--- src/source/queue_states_cfg.svh ---
/* Sizing of the queue-state store, shared by the RTL and the testbench.
   Include in any file that sizes an array or a type from these values. */
`ifndef QUEUE_STATES_CFG_SVH
`define QUEUE_STATES_CFG_SVH

//////////////////////////////////////////////////
// Buffer geometry
//////////////////////////////////////////////////

// Egress queues served by the store
`define QS_NUM_QUEUES 4

// Page ids and also the page-list slots per queue
`define QS_NUM_PAGES 8

// Words in one page as a power of two
`define QS_WORDS_PER_PAGE 4

// Bytes carried by one buffer word
`define QS_BYTES_PER_WORD 8

`endif

--- src/source/queue_states_pkg.sv ---
/* Width types of the queue-state store, used by the RTL and the testbench.
   Import with a wildcard in the module header. */
`include "queue_states_cfg.svh"

package queue_states_pkg;

    //////////////////////////////////////////////////
    // Identifiers
    //////////////////////////////////////////////////

    // Egress queue index
    typedef logic [$clog2(`QS_NUM_QUEUES)-1:0] queue_id_t;

    // Page id handed out by the allocator
    typedef logic [$clog2(`QS_NUM_PAGES)-1:0] page_id_t;

    // Word offset inside a page
    typedef logic [$clog2(`QS_WORDS_PER_PAGE)-1:0] word_idx_t;

    //////////////////////////////////////////////////
    // Page list and occupancy
    //////////////////////////////////////////////////

    // Position in one queue's page list
    typedef logic [$clog2(`QS_NUM_PAGES)-1:0] slot_idx_t;

    // Page RAM address with the queue id above the slot
    typedef logic [$bits(queue_id_t)+$bits(slot_idx_t)-1:0] ram_addr_t;

    // Byte count with one extra bit so a full buffer still fits
    typedef logic [$clog2(`QS_NUM_PAGES*`QS_WORDS_PER_PAGE*`QS_BYTES_PER_WORD):0] byte_count_t;

endpackage

--- src/source/queue_occupancy.sv ---
/* Per-queue byte occupancy counters, raised by enqueue and lowered by dequeue.
   A read request returns the count one cycle later. */
`timescale 1ns/1ps
`include "queue_states_cfg.svh"

module queue_occupancy
    import queue_states_pkg::*;
(
    input  logic        enqueue_queue_occupancy_a4l,
    input  logic        rst_n,
    input  logic        enq_valid,
    input  queue_id_t   enq_queue,
    input  byte_count_t enq_bytes,
    input  logic        deq_valid,
    input  queue_id_t   deq_queue,
    input  byte_count_t deq_bytes,
    input  logic        occ_rd_valid,
    input  queue_id_t   occ_rd_queue,
    output logic        occ_rd_done,
    output byte_count_t occ_rd_bytes
);

    byte_count_t occupancy [`QS_NUM_QUEUES];
    logic        same_queue;

    // Both strobes on one queue fold into a single write
    assign same_queue = enq_valid && deq_valid && (enq_queue == deq_queue);

    //////////////////////////////////////////////////
    // Counter update
    //////////////////////////////////////////////////

    always_ff @(posedge enqueue_queue_occupancy_a4l) begin
        if (!rst_n) begin
            occupancy <= '{default: '0};
        end else if (same_queue) begin
            occupancy[enq_queue] <= occupancy[enq_queue] + enq_bytes - deq_bytes;
        end else begin
            if (enq_valid) begin
                occupancy[enq_queue] <= occupancy[enq_queue] + enq_bytes;
            end
            if (deq_valid) begin
                occupancy[deq_queue] <= occupancy[deq_queue] - deq_bytes;
            end
        end
    end

    //////////////////////////////////////////////////
    // Read-back
    //////////////////////////////////////////////////

    always_ff @(posedge enqueue_queue_occupancy_a4l) begin
        if (!rst_n) begin
            occ_rd_done <= 1'b0;
        end else begin
            occ_rd_done <= occ_rd_valid;
        end
    end

    // Sampled before this cycle's update lands
    always_ff @(posedge enqueue_queue_occupancy_a4l) begin
        if (occ_rd_valid) begin
            occ_rd_bytes <= occupancy[occ_rd_queue];
        end
    end

endmodule

--- src/source/page_ptr_ram.sv ---
/* Page-pointer storage for every queue's page list.
   One write port and two read ports, all synchronous. */
`timescale 1ns/1ps
`include "queue_states_cfg.svh"

module page_ptr_ram (
    input  logic                                          enqueue_queue_occupancy_a4l,
    input  logic                                          ram_we,
    input  logic [$clog2(`QS_NUM_QUEUES*`QS_NUM_PAGES)-1:0] ram_waddr,
    input  logic [$clog2(`QS_NUM_PAGES)-1:0]               ram_wdata,
    input  logic [$clog2(`QS_NUM_QUEUES*`QS_NUM_PAGES)-1:0] ram_raddr_a,
    input  logic [$clog2(`QS_NUM_QUEUES*`QS_NUM_PAGES)-1:0] ram_raddr_b,
    output logic [$clog2(`QS_NUM_PAGES)-1:0]               ram_rdata_a,
    output logic [$clog2(`QS_NUM_PAGES)-1:0]               ram_rdata_b
);

    // One slot per page per queue
    localparam int DEPTH  = `QS_NUM_QUEUES * `QS_NUM_PAGES;
    localparam int DATA_W = $clog2(`QS_NUM_PAGES);

    logic [DATA_W-1:0] mem [DEPTH];

    //////////////////////////////////////////////////
    // Storage
    //////////////////////////////////////////////////

    always_ff @(posedge enqueue_queue_occupancy_a4l) begin
        if (ram_we) begin
            mem[ram_waddr] <= ram_wdata;
        end
    end

    // Port a serves tail reads, port b head pops
    always_ff @(posedge enqueue_queue_occupancy_a4l) begin
        ram_rdata_a <= mem[ram_raddr_a];
        ram_rdata_b <= mem[ram_raddr_b];
    end

endmodule

--- src/source/queue_page_list.sv ---
/* Tail and head pointers, page-list slots and empty flags for each queue.
   Drives the page-pointer RAM for appends, tail lookups and head pops. */
`timescale 1ns/1ps
`include "queue_states_cfg.svh"

module queue_page_list
    import queue_states_pkg::*;
(
    input  logic                      enqueue_queue_occupancy_a4l,
    input  logic                      rst_n,
    input  logic                      tail_wr_valid,
    input  queue_id_t                 tail_wr_queue,
    input  word_idx_t                 tail_wr_ptr,
    input  logic                      tail_wr_new_page,
    input  page_id_t                  tail_wr_page,
    input  logic                      tail_rd_valid,
    input  queue_id_t                 tail_rd_queue,
    input  logic                      head_pop_valid,
    input  queue_id_t                 head_pop_queue,
    input  page_id_t                  ram_rdata_a,
    input  page_id_t                  ram_rdata_b,
    output logic                      tail_rd_done,
    output word_idx_t                 tail_rd_ptr,
    output page_id_t                  tail_rd_page,
    output logic                      tail_rd_page_valid,
    output logic                      head_pop_done,
    output word_idx_t                 head_pop_ptr,
    output page_id_t                  head_pop_page,
    output logic [`QS_NUM_QUEUES-1:0] queue_empty,
    output logic                      ram_we,
    output ram_addr_t                 ram_waddr,
    output page_id_t                  ram_wdata,
    output ram_addr_t                 ram_raddr_a,
    output ram_addr_t                 ram_raddr_b
);

    word_idx_t tail_ptr [`QS_NUM_QUEUES];
    word_idx_t head_ptr [`QS_NUM_QUEUES];
    slot_idx_t wr_slot  [`QS_NUM_QUEUES];
    slot_idx_t rd_slot  [`QS_NUM_QUEUES];

    // Set once a queue's list has held a page
    logic [`QS_NUM_QUEUES-1:0] has_page;

    slot_idx_t append_slot;
    word_idx_t head_next;
    slot_idx_t rd_slot_next;

    //////////////////////////////////////////////////
    // Next-state terms
    //////////////////////////////////////////////////

    // First page lands in slot 0, later ones one past the write slot
    assign append_slot = has_page[tail_wr_queue] ? wr_slot[tail_wr_queue] + 1'b1 : '0;

    // Word offset wraps on its own since the page size is a power of two
    assign head_next    = head_ptr[head_pop_queue] + 1'b1;
    assign rd_slot_next = (head_next == '0) ? rd_slot[head_pop_queue] + 1'b1
                                            : rd_slot[head_pop_queue];

    // Lookups in the request cycle so RAM data meets the done pulse
    assign ram_raddr_a = {tail_rd_queue, wr_slot[tail_rd_queue]};
    assign ram_raddr_b = {head_pop_queue, rd_slot[head_pop_queue]};

    assign tail_rd_page  = ram_rdata_a;
    assign head_pop_page = ram_rdata_b;

    //////////////////////////////////////////////////
    // Tail side
    //////////////////////////////////////////////////

    always_ff @(posedge enqueue_queue_occupancy_a4l) begin
        if (!rst_n) begin
            tail_ptr <= '{default: '0};
            wr_slot  <= '{default: '0};
            has_page <= '0;
            ram_we   <= 1'b0;
        end else begin
            ram_we <= 1'b0;
            if (tail_wr_valid) begin
                tail_ptr[tail_wr_queue] <= tail_wr_ptr;
                if (tail_wr_new_page) begin
                    ram_we                  <= 1'b1;
                    has_page[tail_wr_queue] <= 1'b1;
                    wr_slot[tail_wr_queue]  <= append_slot;
                end
            end
        end
    end

    // Append reaches the RAM one cycle after the tail write
    always_ff @(posedge enqueue_queue_occupancy_a4l) begin
        if (tail_wr_valid && tail_wr_new_page) begin
            ram_waddr <= {tail_wr_queue, append_slot};
            ram_wdata <= tail_wr_page;
        end
    end

    always_ff @(posedge enqueue_queue_occupancy_a4l) begin
        if (!rst_n) begin
            tail_rd_done <= 1'b0;
        end else begin
            tail_rd_done <= tail_rd_valid;
        end
    end

    always_ff @(posedge enqueue_queue_occupancy_a4l) begin
        if (tail_rd_valid) begin
            tail_rd_ptr        <= tail_ptr[tail_rd_queue];
            tail_rd_page_valid <= has_page[tail_rd_queue];
        end
    end

    //////////////////////////////////////////////////
    // Head side
    //////////////////////////////////////////////////

    always_ff @(posedge enqueue_queue_occupancy_a4l) begin
        if (!rst_n) begin
            head_ptr      <= '{default: '0};
            rd_slot       <= '{default: '0};
            head_pop_done <= 1'b0;
        end else begin
            head_pop_done <= head_pop_valid;
            if (head_pop_valid) begin
                head_ptr[head_pop_queue] <= head_next;
                rd_slot[head_pop_queue]  <= rd_slot_next;
            end
        end
    end

    // Offset returned is the one before the advance
    always_ff @(posedge enqueue_queue_occupancy_a4l) begin
        if (head_pop_valid) begin
            head_pop_ptr <= head_ptr[head_pop_queue];
        end
    end

    //////////////////////////////////////////////////
    // Empty flags
    //////////////////////////////////////////////////

    always_ff @(posedge enqueue_queue_occupancy_a4l) begin
        if (!rst_n) begin
            queue_empty <= '1;
        end else begin
            if (head_pop_valid && head_next == tail_ptr[head_pop_queue] &&
                rd_slot_next == wr_slot[head_pop_queue]) begin
                queue_empty[head_pop_queue] <= 1'b1;
            end
            // A tail write on the same queue overrides the set above
            if (tail_wr_valid) begin
                queue_empty[tail_wr_queue] <= 1'b0;
            end
        end
    end

endmodule

--- src/source/queue_states.sv ---
/* Top of the queue-state store for the router's shared buffer.
   Joins the occupancy counters, the page lists and the page-pointer RAM. */
`timescale 1ns/1ps
`include "queue_states_cfg.svh"

module queue_states
    import queue_states_pkg::*;
(
    input  logic                      enqueue_queue_occupancy_a4l,
    input  logic                      rst_n,
    // Occupancy
    input  logic                      enq_valid,
    input  queue_id_t                 enq_queue,
    input  byte_count_t               enq_bytes,
    input  logic                      deq_valid,
    input  queue_id_t                 deq_queue,
    input  byte_count_t               deq_bytes,
    input  logic                      occ_rd_valid,
    input  queue_id_t                 occ_rd_queue,
    output logic                      occ_rd_done,
    output byte_count_t               occ_rd_bytes,
    // Tail
    input  logic                      tail_wr_valid,
    input  queue_id_t                 tail_wr_queue,
    input  word_idx_t                 tail_wr_ptr,
    input  logic                      tail_wr_new_page,
    input  page_id_t                  tail_wr_page,
    input  logic                      tail_rd_valid,
    input  queue_id_t                 tail_rd_queue,
    output logic                      tail_rd_done,
    output word_idx_t                 tail_rd_ptr,
    output page_id_t                  tail_rd_page,
    output logic                      tail_rd_page_valid,
    // Head
    input  logic                      head_pop_valid,
    input  queue_id_t                 head_pop_queue,
    output logic                      head_pop_done,
    output word_idx_t                 head_pop_ptr,
    output page_id_t                  head_pop_page,
    output logic [`QS_NUM_QUEUES-1:0] queue_empty
);

    // Page RAM ports
    logic      ram_we;
    ram_addr_t ram_waddr;
    page_id_t  ram_wdata;
    ram_addr_t ram_raddr_a;
    ram_addr_t ram_raddr_b;
    page_id_t  ram_rdata_a;
    page_id_t  ram_rdata_b;

    queue_occupancy occupancy_i (.*);

    queue_page_list page_list_i (.*);

    page_ptr_ram page_ram_i (.*);

endmodule

--- config.mk ---
export PLATFORM = sky130hd
export DESIGN_NAME = queue_states
export DESIGN_NICKNAME = d
export VERILOG_FILES = /design/src/source/queue_states_pkg.sv /design/src/source/queue_occupancy.sv /design/src/source/page_ptr_ram.sv /design/src/source/queue_page_list.sv /design/src/source/queue_states.sv
export VERILOG_INCLUDE_DIRS = /design/src /design/src/source
export SDC_FILE = /design/constraint.sdc
export NUM_CORES = 1
export LEC_CHECK = 0
export BUFFER_PORTS_ARGS = -buffer_cell sky130_fd_sc_hd__clkbuf_2
export CORE_ASPECT_RATIO = 2
export CORE_UTILIZATION = 27
export CTS_CLUSTER_SIZE = 25
export DETAILED_ROUTE_END_ITERATION = 8
export PLACE_DENSITY_LB_ADDON = 0.3
export SYNTH_ARGS = -nofsm -noshare
export SYNTH_HDL_FRONTEND = slang
export SYNTH_SLANG_ARGS = --single-unit
--- constraint.sdc ---
create_clock -name enqueue_queue_occupancy_a4l -period 10.7 [get_ports enqueue_queue_occupancy_a4l]
set_clock_uncertainty 0.05 [all_clocks]
set_input_delay 0.535 -clock enqueue_queue_occupancy_a4l [delete_from_list [all_inputs] [get_ports enqueue_queue_occupancy_a4l]]
set_output_delay 0.535 -clock enqueue_queue_occupancy_a4l [all_outputs]
set_load 0.01 [all_outputs]
Word-level counts from Yosys, hierarchy flattened
Memories as Yosys holds them, arrays and structs flattened. A register that Yosys moved wholly into a read port is not among the register bits.
Cells that the tools add are included.
{ "word_totals": {"register_bits": 110, "mem_bits_rw": 96, "elab_cells": 151, "memories": 1} }
{ "memory_table": {"columns": ["memory", "depth", "word_bits", "rd", "rd_clocked_by_memory_dff", "wr", "line_no", "rtl"], "rows": [
  ["page_ram_i.mem", 32, 3, 2, 2, 1, "page_ptr_ram.sv:21", "logic [DATA_W-1:0] mem [DEPTH];"]
]} }
{ "op_classes": {"n_addsub": 6, "order_cmp": 15, "n_eq_ne": 3, "mux": 70, "bitwise": 10, "n_reduce_logical": 14} }
{ "ops": {"columns": ["op", "n"], "rows": [
  ["$mux 36", 5],
  ["$bwmux 36", 3],
  ["$mux 9", 8],
  ["$bmux 9 s2", 3],
  ["$demux 9 s2", 2],
  ["$mux 3", 12],
  ["$bmux 3 s2", 4],
  ["$bwmux 12", 2],
  ["$ge 3x3->1 const B", 6],
  ["$not 2->3", 6],
  ["$sub 9x9->9", 2],
  ["$bwmux 8", 2],
  ["$mux 2", 8],
  ["$bmux 2 s2", 3],
  ["$demux 3 s2", 2],
  ["$lt 3x1->1 const B", 4],
  ["$mux 4", 3],
  ["$logic_and 1x1->1", 11],
  ["$add 9x9->9", 1],
  ["$lt 2x3->1 const B", 3],
  ["$demux 2 s2", 2],
  ["$or 4x4->4", 2],
  ["$mux 1", 7],
  ["$add 3x1->3 const B", 2],
  ["other kinds (10)", 15]
]} }

Depth between registers and ports, before layout
Gate-level depths: netlist (run 1).
{ "logic_depth": {"depth_word": 13, "depth_mapped": 17, "ltp_nobuf": 15} }

Modules after synthesis
A second synthesis (run 1) with hierarchy kept.
{ "unflattened": {"cells_unflattened": 1009, "area_unflattened_um2": 12101.6} }
{ "modules_own_cells": {"columns": ["module", "instances", "cells_per_inst", "area_per_inst_um2", "seq_area_each_um2"], "rows": [
  ["page_ptr_ram", 1, 228, 4718.3, 3002.9],
  ["queue_occupancy", 1, 526, 4346.7, 1011.0],
  ["queue_page_list", 1, 255, 3036.7, 1411.4]
]} }

Worst setup path before layout (run 1)
OpenSTA, ideal clock, no wires.
{ "synth_timing": {"kind": "input port to flip-flop", "startpoint": "in enq_queue[0]", "endpoint": "reg occupancy_i.occupancy[17] (netlist bit)", "setup_time_ns": 0.133, "arrival_time_ns": 4.299, "required_ns": 10.517, "setup_slack_ns": 6.218, "stages": 17, "cell_sequence": "buf_2 buf_2 mux4_2 ha_1 fa_1 a211oi_1 o21bai_1 a21oi_1 xor2_1 inv_1 ha_1 a21o_1 a21oi_1 o21ai_0 xor3_1 nand3_1 a21oi_1"} }
{ "synth_between": {"elab_chain_cells": 12, "elab_cells_between_ends": 21} }
{ "synth_lines": {"columns": ["element", "line_no", "rtl"], "rows": [
  ["from (decl)", "queue_states.sv:13", "input queue_id_t enq_queue,"],
  ["parallel branches: the longest is 11 deep, another holds $add 9x9->9", null, null],
  ["$mux 36 *", "queue_occupancy.sv:36", "end else if (same_queue) begin"],
  ["to (signal, indexed assignment)", "queue_occupancy.sv:37", "occupancy[enq_queue] <= occupancy[enq_queue] + enq_bytes - deq_bytes;"],
  ["to (signal, indexed assignment)", "queue_occupancy.sv:40", "occupancy[enq_queue] <= occupancy[enq_queue] + enq_bytes;"],
  ["to (signal, indexed assignment)", "queue_occupancy.sv:43", "occupancy[deq_queue] <= occupancy[deq_queue] - deq_bytes;"],
  ["to (decl)", "queue_occupancy.sv:23", "byte_count_t occupancy [`QS_NUM_QUEUES];"]
]} }
Every way passes the cells marked *. The select of a mux whose other input is x is not followed.
A chain may end at the register's enable or synchronous reset.

Worst setup path in the final report (run 1)
{ "layout_timing": {"startpoint": "in enq_queue[0]", "endpoint": "reg occupancy_i.occupancy[26] (netlist bit)"} }
The elaborated chain is that of the path after synthesis.

==> results of run 1 <==
==> logic make-up (layout without fill, tap and decap cells) <==
| group | after synthesis | in the layout | synth area share, % |
|---|---|---|---|
| flip-flops | 212 | 212 | 45.5 |
| XOR/XNOR | 28 | 28 | 2.25 |
| AND/OR/NAND/NOR | 292 | 292 | 11.5 |
| AO/OA/AOI/OAI | 238 | 238 | 13.2 |
| multiplexers | 125 | 125 | 20.7 |
| buffers and inverters | 93 | 139 | 3.44 |
| adder cells (fa/ha/maj) | 30 | 30 | 3.34 |
==> power groups by stage <==
stage,clock [µW],sequential [µW],combinational [µW]
CTS,807,932,421
global placement,0,949,412
global route,840,936,462
floorplan,0,937,295
detailed placement,0,950,417
finish,788,933,423
==> layer usage <==
metal | up-vias | routed length, µm | GRT usage, %
met5 | - | 0 | 0
met4 | 0 | 2490 | 11.2
met3 | 116 | 1690 | 2.68
met2 | 300 | 23800 | 37.3
met1 | 4516 | 12600 | 16.3
li1 | 4018 | - | -
==> state kept, by name, indices dropped and copies added, names as in the netlist, 2 cells and up <==
signal / cells
occupancy_i.occupancy: 36
page_list_i.tail_ptr: 8
page_ram_i.ram_rdata_a: 3
occupancy_i.occ_rd_bytes: 9
page_list_i.head_pop_ptr: 2
page_list_i.wr_slot: 12
page_list_i.ram_wdata: 3
page_list_i.ram_waddr: 5
page_list_i.queue_empty: 4
page_ram_i.mem: 96
page_ram_i.ram_rdata_b: 3
page_list_i.rd_slot: 12
page_list_i.tail_rd_ptr: 2
page_list_i.head_ptr: 8
page_list_i.has_page: 4
==> synthesized netlist by cell type, types with 9 or more instances <==
| cell type | count |
|---|---|
| a211oi_1 | 55 |
| o21a_1 | 12 |
| nor3_1 | 13 |
| nand3_1 | 15 |
| edfxtp_1 | 118 |
| clkbuf_1 | 48 |
| a21oi_1 | 62 |
| mux4_1 | 9 |
| mux4_2 | 86 |
| xnor2_1 | 15 |
| o21ai_0 | 39 |
| nor2_1 | 131 |
| nand2_1 | 61 |
| dfxtp_1 | 94 |
| xor2_1 | 11 |
| inv_1 | 20 |
| mux2i_1 | 30 |
| buf_1 | 11 |
| a22oi_1 | 27 |
| ha_1 | 27 |
==> worst max-delay path: cells and delay by family <==
family | cells | cell delay, ns
buf+inv | 2 | 0.60
xor+xnor | 2 | 0.83
compound gates | 7 | 1.22
mux | 1 | 0.59
simple gates | 1 | 0.11
fa+ha+maj | 3 | 1.05
==> final cells by class <==
cell class                      count  area, µm²
Tap cell                          550        688
Inverter                           21       78.8
Multi-Input combinational cell    713       6100
Timing Repair Buffer               76        395
Sequential cell                   212       5430
Clock inverter                     17        113
Fill cell                        4464      30100
Clock buffer                       25        614
==> path summary, 6_finish.rpt <==
check,start,endpoint,cells after the start
setup / recovery,enq_queue[0],occupancy_i.occupancy[26],16
hold / removal,tail_wr_page[0],page_list_i.ram_wdata[0],1
setup reg to reg,occupancy_i.occupancy[1],occupancy_i.occupancy[24],13
hold reg to reg,page_list_i.has_page[1],page_list_i.has_page[1],2
==> metrics by stage <==
step,hold WS (ns),worst slack [ns]
2_1_floorplan,0.382,6.22
3_3_place_gp,0.412,5.59
3_5_place_dp,0.420,5.57
4_1_cts,0.0959,6.14
5_1_grt,0.0980,5.85
6_report,0.118,6.08
==> impl_metrics.json, run 1 <==
{
  "status": "complete, no violations",
  "synth_edf_count": 118,
  "r2r_slack_ns": 6.34,
  "insertedDiodeCount": 0,
  "die_w_um": 151,
  "crit_chain": "clkbuf_2 > mux4_2 > ha_1 > fa_1 > a211oi_1 > o21bai_1 > a21oi_1 > xor2_1 > inv_1 > ha_1 > a21o_1 > a21oi_1 > o21ai_0 > xor3_1 > nand3_1 > a21oi_1",
  "hold_buffers": 0,
  "wl_mm": 40.6,
  "dr.pass1.iters": 5,
  "synth_seq_cells": 212,
  "ctsLongestPathBuffers": 3,
  "p_leak_uw": 0.00465,
  "start_kind": "primary input",
  "power_uw": 2140,
  "worstPathArrival_ns": 4.95,
  "cts_tree": "done",
  "synth_area_leaders": "edfxtp_1, mux4_2, dfxtp_1",
  "wl_per_cell_um": 25.2,
  "netlist-cell-type-count": 61,
  "nets": 1121,
  "cts_root_buf": "clkbuf_16",
  "clkTransAtPathRegs_ns": 0.06,
  "synth_nets": 1092,
  "p_int_uw": 1480,
  "finalCritPeriodShare_pct": 43.2,
  "cts_sinks": 212,
  "slowest_delay_ns": 0.59,
  "power_per_cell_area_nw_per_um2": 160,
  "grt_overflow": 0,
  "fp.dieH_um": 299,
  "drive_gt1_share_pct": 19.9,
  "io_pins": 71,
  "viasPerCell": 5.55,
  "layout_common_cells": "nor2_1, edfxtp_1, dfxtp_1",
  "ir_drop_mv": 0.145,
  "hpwl_mm": 30.1,
  "layout_commonest_cell": "nor2_1",
  "fin_crit_ns": 4.62,
  "swShare_pct": 30.8,
  "gp_congestion": 0.903,
  "antenna_found_initial": 0,
  "utilization_pct": 30.8,
  "avgSynthCellArea_um2": 11.7,
  "p_sw_uw": 661,
  "yosysWarnings": 0,
  "dp.cells": 1572,
  "slowest_stage": "mux4_2",
  "vias": 8950,
  "drc_errors": 0,
  "drt_iter0_drc": 580,
  "setup_viol": 0,
  "worstSetupEndpointType": "flop",
  "fmax_mhz": 217,
  "synth_cells": 1018,
  "hp-class": "primary input to flop",
  "fp-row-count": 108,
  "grt_max_degree": 73,
  "seq_area_frac_synth_pct": 45.5,
  "slew-limit-headroom_pct": 18.8,
  "place.port_buffers": 70,
  "worstPathRequired_ns": 11.03,
  "cap_violations": 0,
  "ant_nets": 0,
  "cts_buffers": 23,
  "placed_area_um2": 12700,
  "ctsResizeCount": 0,
  "insertion_delay_ns": 0.54,
  "cts_setup_buffers": 0,
  "setup_tns_ns": 0,
  "stdcell_area_um2": 13400,
  "syn_area_um2": 11900,
  "async_reset_ff_share_pct": 0,
  "grt_pass1_wl_mm": 60.0,
  "yosysTopAreaCell": "edfxtp_1",
  "drv_slew": 0,
  "fp.coreArea_um2": 43500,
  "layoutNonFillerInstCount": 1614,
  "power_frac_seq_pct": 43.5,
  "pwr-share-comb_pct": 19.7,
  "crit_top_cell": "a21oi_1",
  "path_max_fanout": 18,
  "synthFlopType": "edfxtp_1",
  "tightest_slew_ns": 1.22,
  "track_usage_pct": 18.4,
  "pwr-share-clk_pct": 36.8,
  "rsz0062_at_grt": "false",
  "synth_top_area_share_pct": 29.7,
  "grt_pass1_vias": 9526,
  "initial_core_util_pct": 27.4,
  "htree_levels": 1,
  "path_class": "primary input to flop",
  "syn_to_final_growth_pct": 12.5,
  "hold_viol_final": 0,
  "dieArea_um2": 45100
}
No activity file was read; power rests on OpenSTA's default activity.
==> inputs of run 2 (changes only) <==
clock period = 4.8 ns   (was 10.7 ns; I/O delays follow)
==> run 2 against run 1 <==
Against the previous run: die area stayed put; setup slack worse by 5.4 ns; critical path depth is 3 lower; sequential power is 120% higher; global-route usage barely moved; flip-flop and latch count is the same; sequential share of layout area is 0.30 points lower; critical path type is now flop to flop; critical endpoint is now occupancy_i.occupancy[24]; largest cell class unchanged.
==> impl_metrics.json, run 2 (synthesis results as in run 1) <==
{
  "status": "complete, no violations",
  "slowest_delay_ns": 0.52,
  "rsz0062_at_grt": "false",
  "tightest_slew_ns": 1.20,
  "fp.coreArea_um2": 43500,
  "die_w_um": 151,
  "insertedDiodeCount": 0,
  "worstPathRequired_ns": 5.19,
  "fin_crit_ns": 4.07,
  "p_sw_uw": 1450,
  "wl_mm": 41.0,
  "ir_drop_mv": 0.286,
  "worstSetupEndpointType": "flop",
  "finalCritPeriodShare_pct": 84.9,
  "start_kind": "flop",
  "cts_sinks": 212,
  "p_leak_uw": 0.00470,
  "grt_overflow": 0,
  "cap_violations": 0,
  "cts_root_buf": "clkbuf_16",
  "grt_max_degree": 41,
  "dieArea_um2": 45100,
  "p_int_uw": 3280,
  "layout_common_cells": "nor2_1, edfxtp_1, dfxtp_1",
  "num-fill-cells": 4432,
  "hpwl_mm": 30.5,
  "r2r_slack_ns": 0.73,
  "hold_viol_final": 0,
  "top_regs": "page_ram_i.mem x96, occupancy_i.occupancy x36",
  "largest_reg_flops": 96,
  "drc_errors": 0,
  "placed_area_um2": 12700,
  "power_frac_seq_pct": 43.9,
  "pwr-share-comb_pct": 20.0,
  "path_class": "flop to flop",
  "cp_top_family": "compound AO/OA/AOI/OAI gates",
  "crit_top_cell": "a21oi_1",
  "syn_to_final_growth_pct": 13.3,
  "power_per_cell_area_nw_per_um2": 351,
  "cts_setup_buffers": 0,
  "layout_commonest_cell": "nor2_1",
  "wl_per_cell_um": 25.2,
  "nets": 1135,
  "setup_viol": 0,
  "worstPathArrival_ns": 4.46,
  "drt_iter0_drc": 519,
  "cts_tree": "done",
  "path_max_fanout": 5,
  "fmax_mhz": 246,
  "track_usage_pct": 18.4,
  "grt_pass1_wl_mm": 59.9,
  "crit_chain": "mux4_2 > ha_1 > a21o_1 > a21oi_1 > xnor2_1 > ha_1 > nor2_1 > a21oi_1 > a21oi_1 > o21ba_2 > xnor2_1 > a21oi_1 > a2111oi_0",
  "slowest_stage": "mux4_2",
  "slew-limit-headroom_pct": 20.0,
  "insertion_delay_ns": 0.55,
  "hp-class": "primary input to flop",
  "antenna_found_initial": 1,
  "pwr-share-clk_pct": 36.1,
  "setup_tns_ns": 0,
  "htree_levels": 1,
  "fp-row-count": 108,
  "drv_slew": 0,
  "ctsLongestPathBuffers": 3,
  "gp_congestion": 0.921,
  "io_pins": 71,
  "initial_core_util_pct": 27.4,
  "stdcell_area_um2": 13500,
  "dr.pass1.iters": 5,
  "place.port_buffers": 70,
  "clkTransAtPathRegs_ns": 0.07,
  "cts_buffers": 23,
  "swShare_pct": 30.7,
  "viasPerCell": 5.51,
  "path_buf_inv": 0,
  "ant_nets": 0,
  "top_register": "page_ram_i.mem",
  "fp.dieH_um": 299,
  "drive_gt1_share_pct": 20.0,
  "grt_pass1_vias": 9460,
  "hold_ws_ns": 0.0402,
  "vias": 8976
}
run 2: changes by cell type in the layout (fill, tap and decap cells not counted), moves of 2 or more:
| cell | before | now |
|---|---|---|
| inv_6 | 5 | 3 |
| clkbuf_1 | 0 | 5 |
| dlygate4sd3_1 | 0 | 7 |
| buf_4 | 6 | 13 |
run 2: metal layers:
| layer | track usage [%] | wire length, µm | vias up | part of all wire [%] |
|---|---|---|---|---|
| li1 | - | - | 4039 | - |
| met5 | 0 | 0 | - | 0 |
| met4 | 12.8 | 2990 | 0 | 7.3 |
| met2 | 37.1 | 23900 | 335 | 58 |
| met3 | 2.27 | 1950 | 136 | 4.8 |
| met1 | 16.1 | 12200 | 4466 | 30 |
run 2: area by class of cell:
cell class	instances	area (µm²)	share of cell area, %
well taps	550	688	5.09
inverters	21	78.8	0.583
flip-flops and latches	212	5430	40.2
clock buffers	29	608	4.50
clock inverters	13	86.3	0.639
repair buffers	90	518	3.83
multi-input cells	713	6110	45.2
run 2: final timing paths:
| kind | startpoint | to | cells past startpoint |
|---|---|---|---|
| max | occupancy_i.occupancy[1] | occupancy_i.occupancy[24] | 13 |
| min | tail_wr_valid | page_list_i.ram_we | 2 |
| max reg2reg | occupancy_i.occupancy[1] | occupancy_i.occupancy[24] | 13 |
| min reg2reg | page_list_i.has_page[3] | page_list_i.has_page[3] | 2 |
run 2: power groups by stage:
| stage | combinational (µW) | sequential [µW] | clock (µW) |
|---|---|---|---|
| floorplan | 657 | 2090 | 0 |
| global route | 1040 | 2090 | 1800 |
| detailed placement | 937 | 2120 | 0 |
| CTS | 947 | 2080 | 1750 |
| finish | 949 | 2080 | 1710 |
| global placement | 933 | 2120 | 0 |
run 2: repair_timing:
item                                   in CTS  in global routing
hold buffers                                7                  0
endpoints found under the hold margin      18                  0
resized for setup                           0                  0
setup endpoints to repair                   0                  0
run 2: metrics by stage:
| step | total power (µW) | utilization (%) | instances | worst slack (ns) |
|---|---|---|---|---|
| after floorplan | 2750 | - | 1018 | 0.613 |
| after global placement | 3050 | 29.3 | 1579 | 0.567 |
| after detailed placement | 3050 | 29.3 | 1579 | 0.561 |
| after CTS | 4770 | 31.1 | 1628 | 0.726 |
| after global routing | 4920 | 31.1 | 1628 | 0.372 |
| final | 4740 | 31.1 | 1628 | 0.727 |
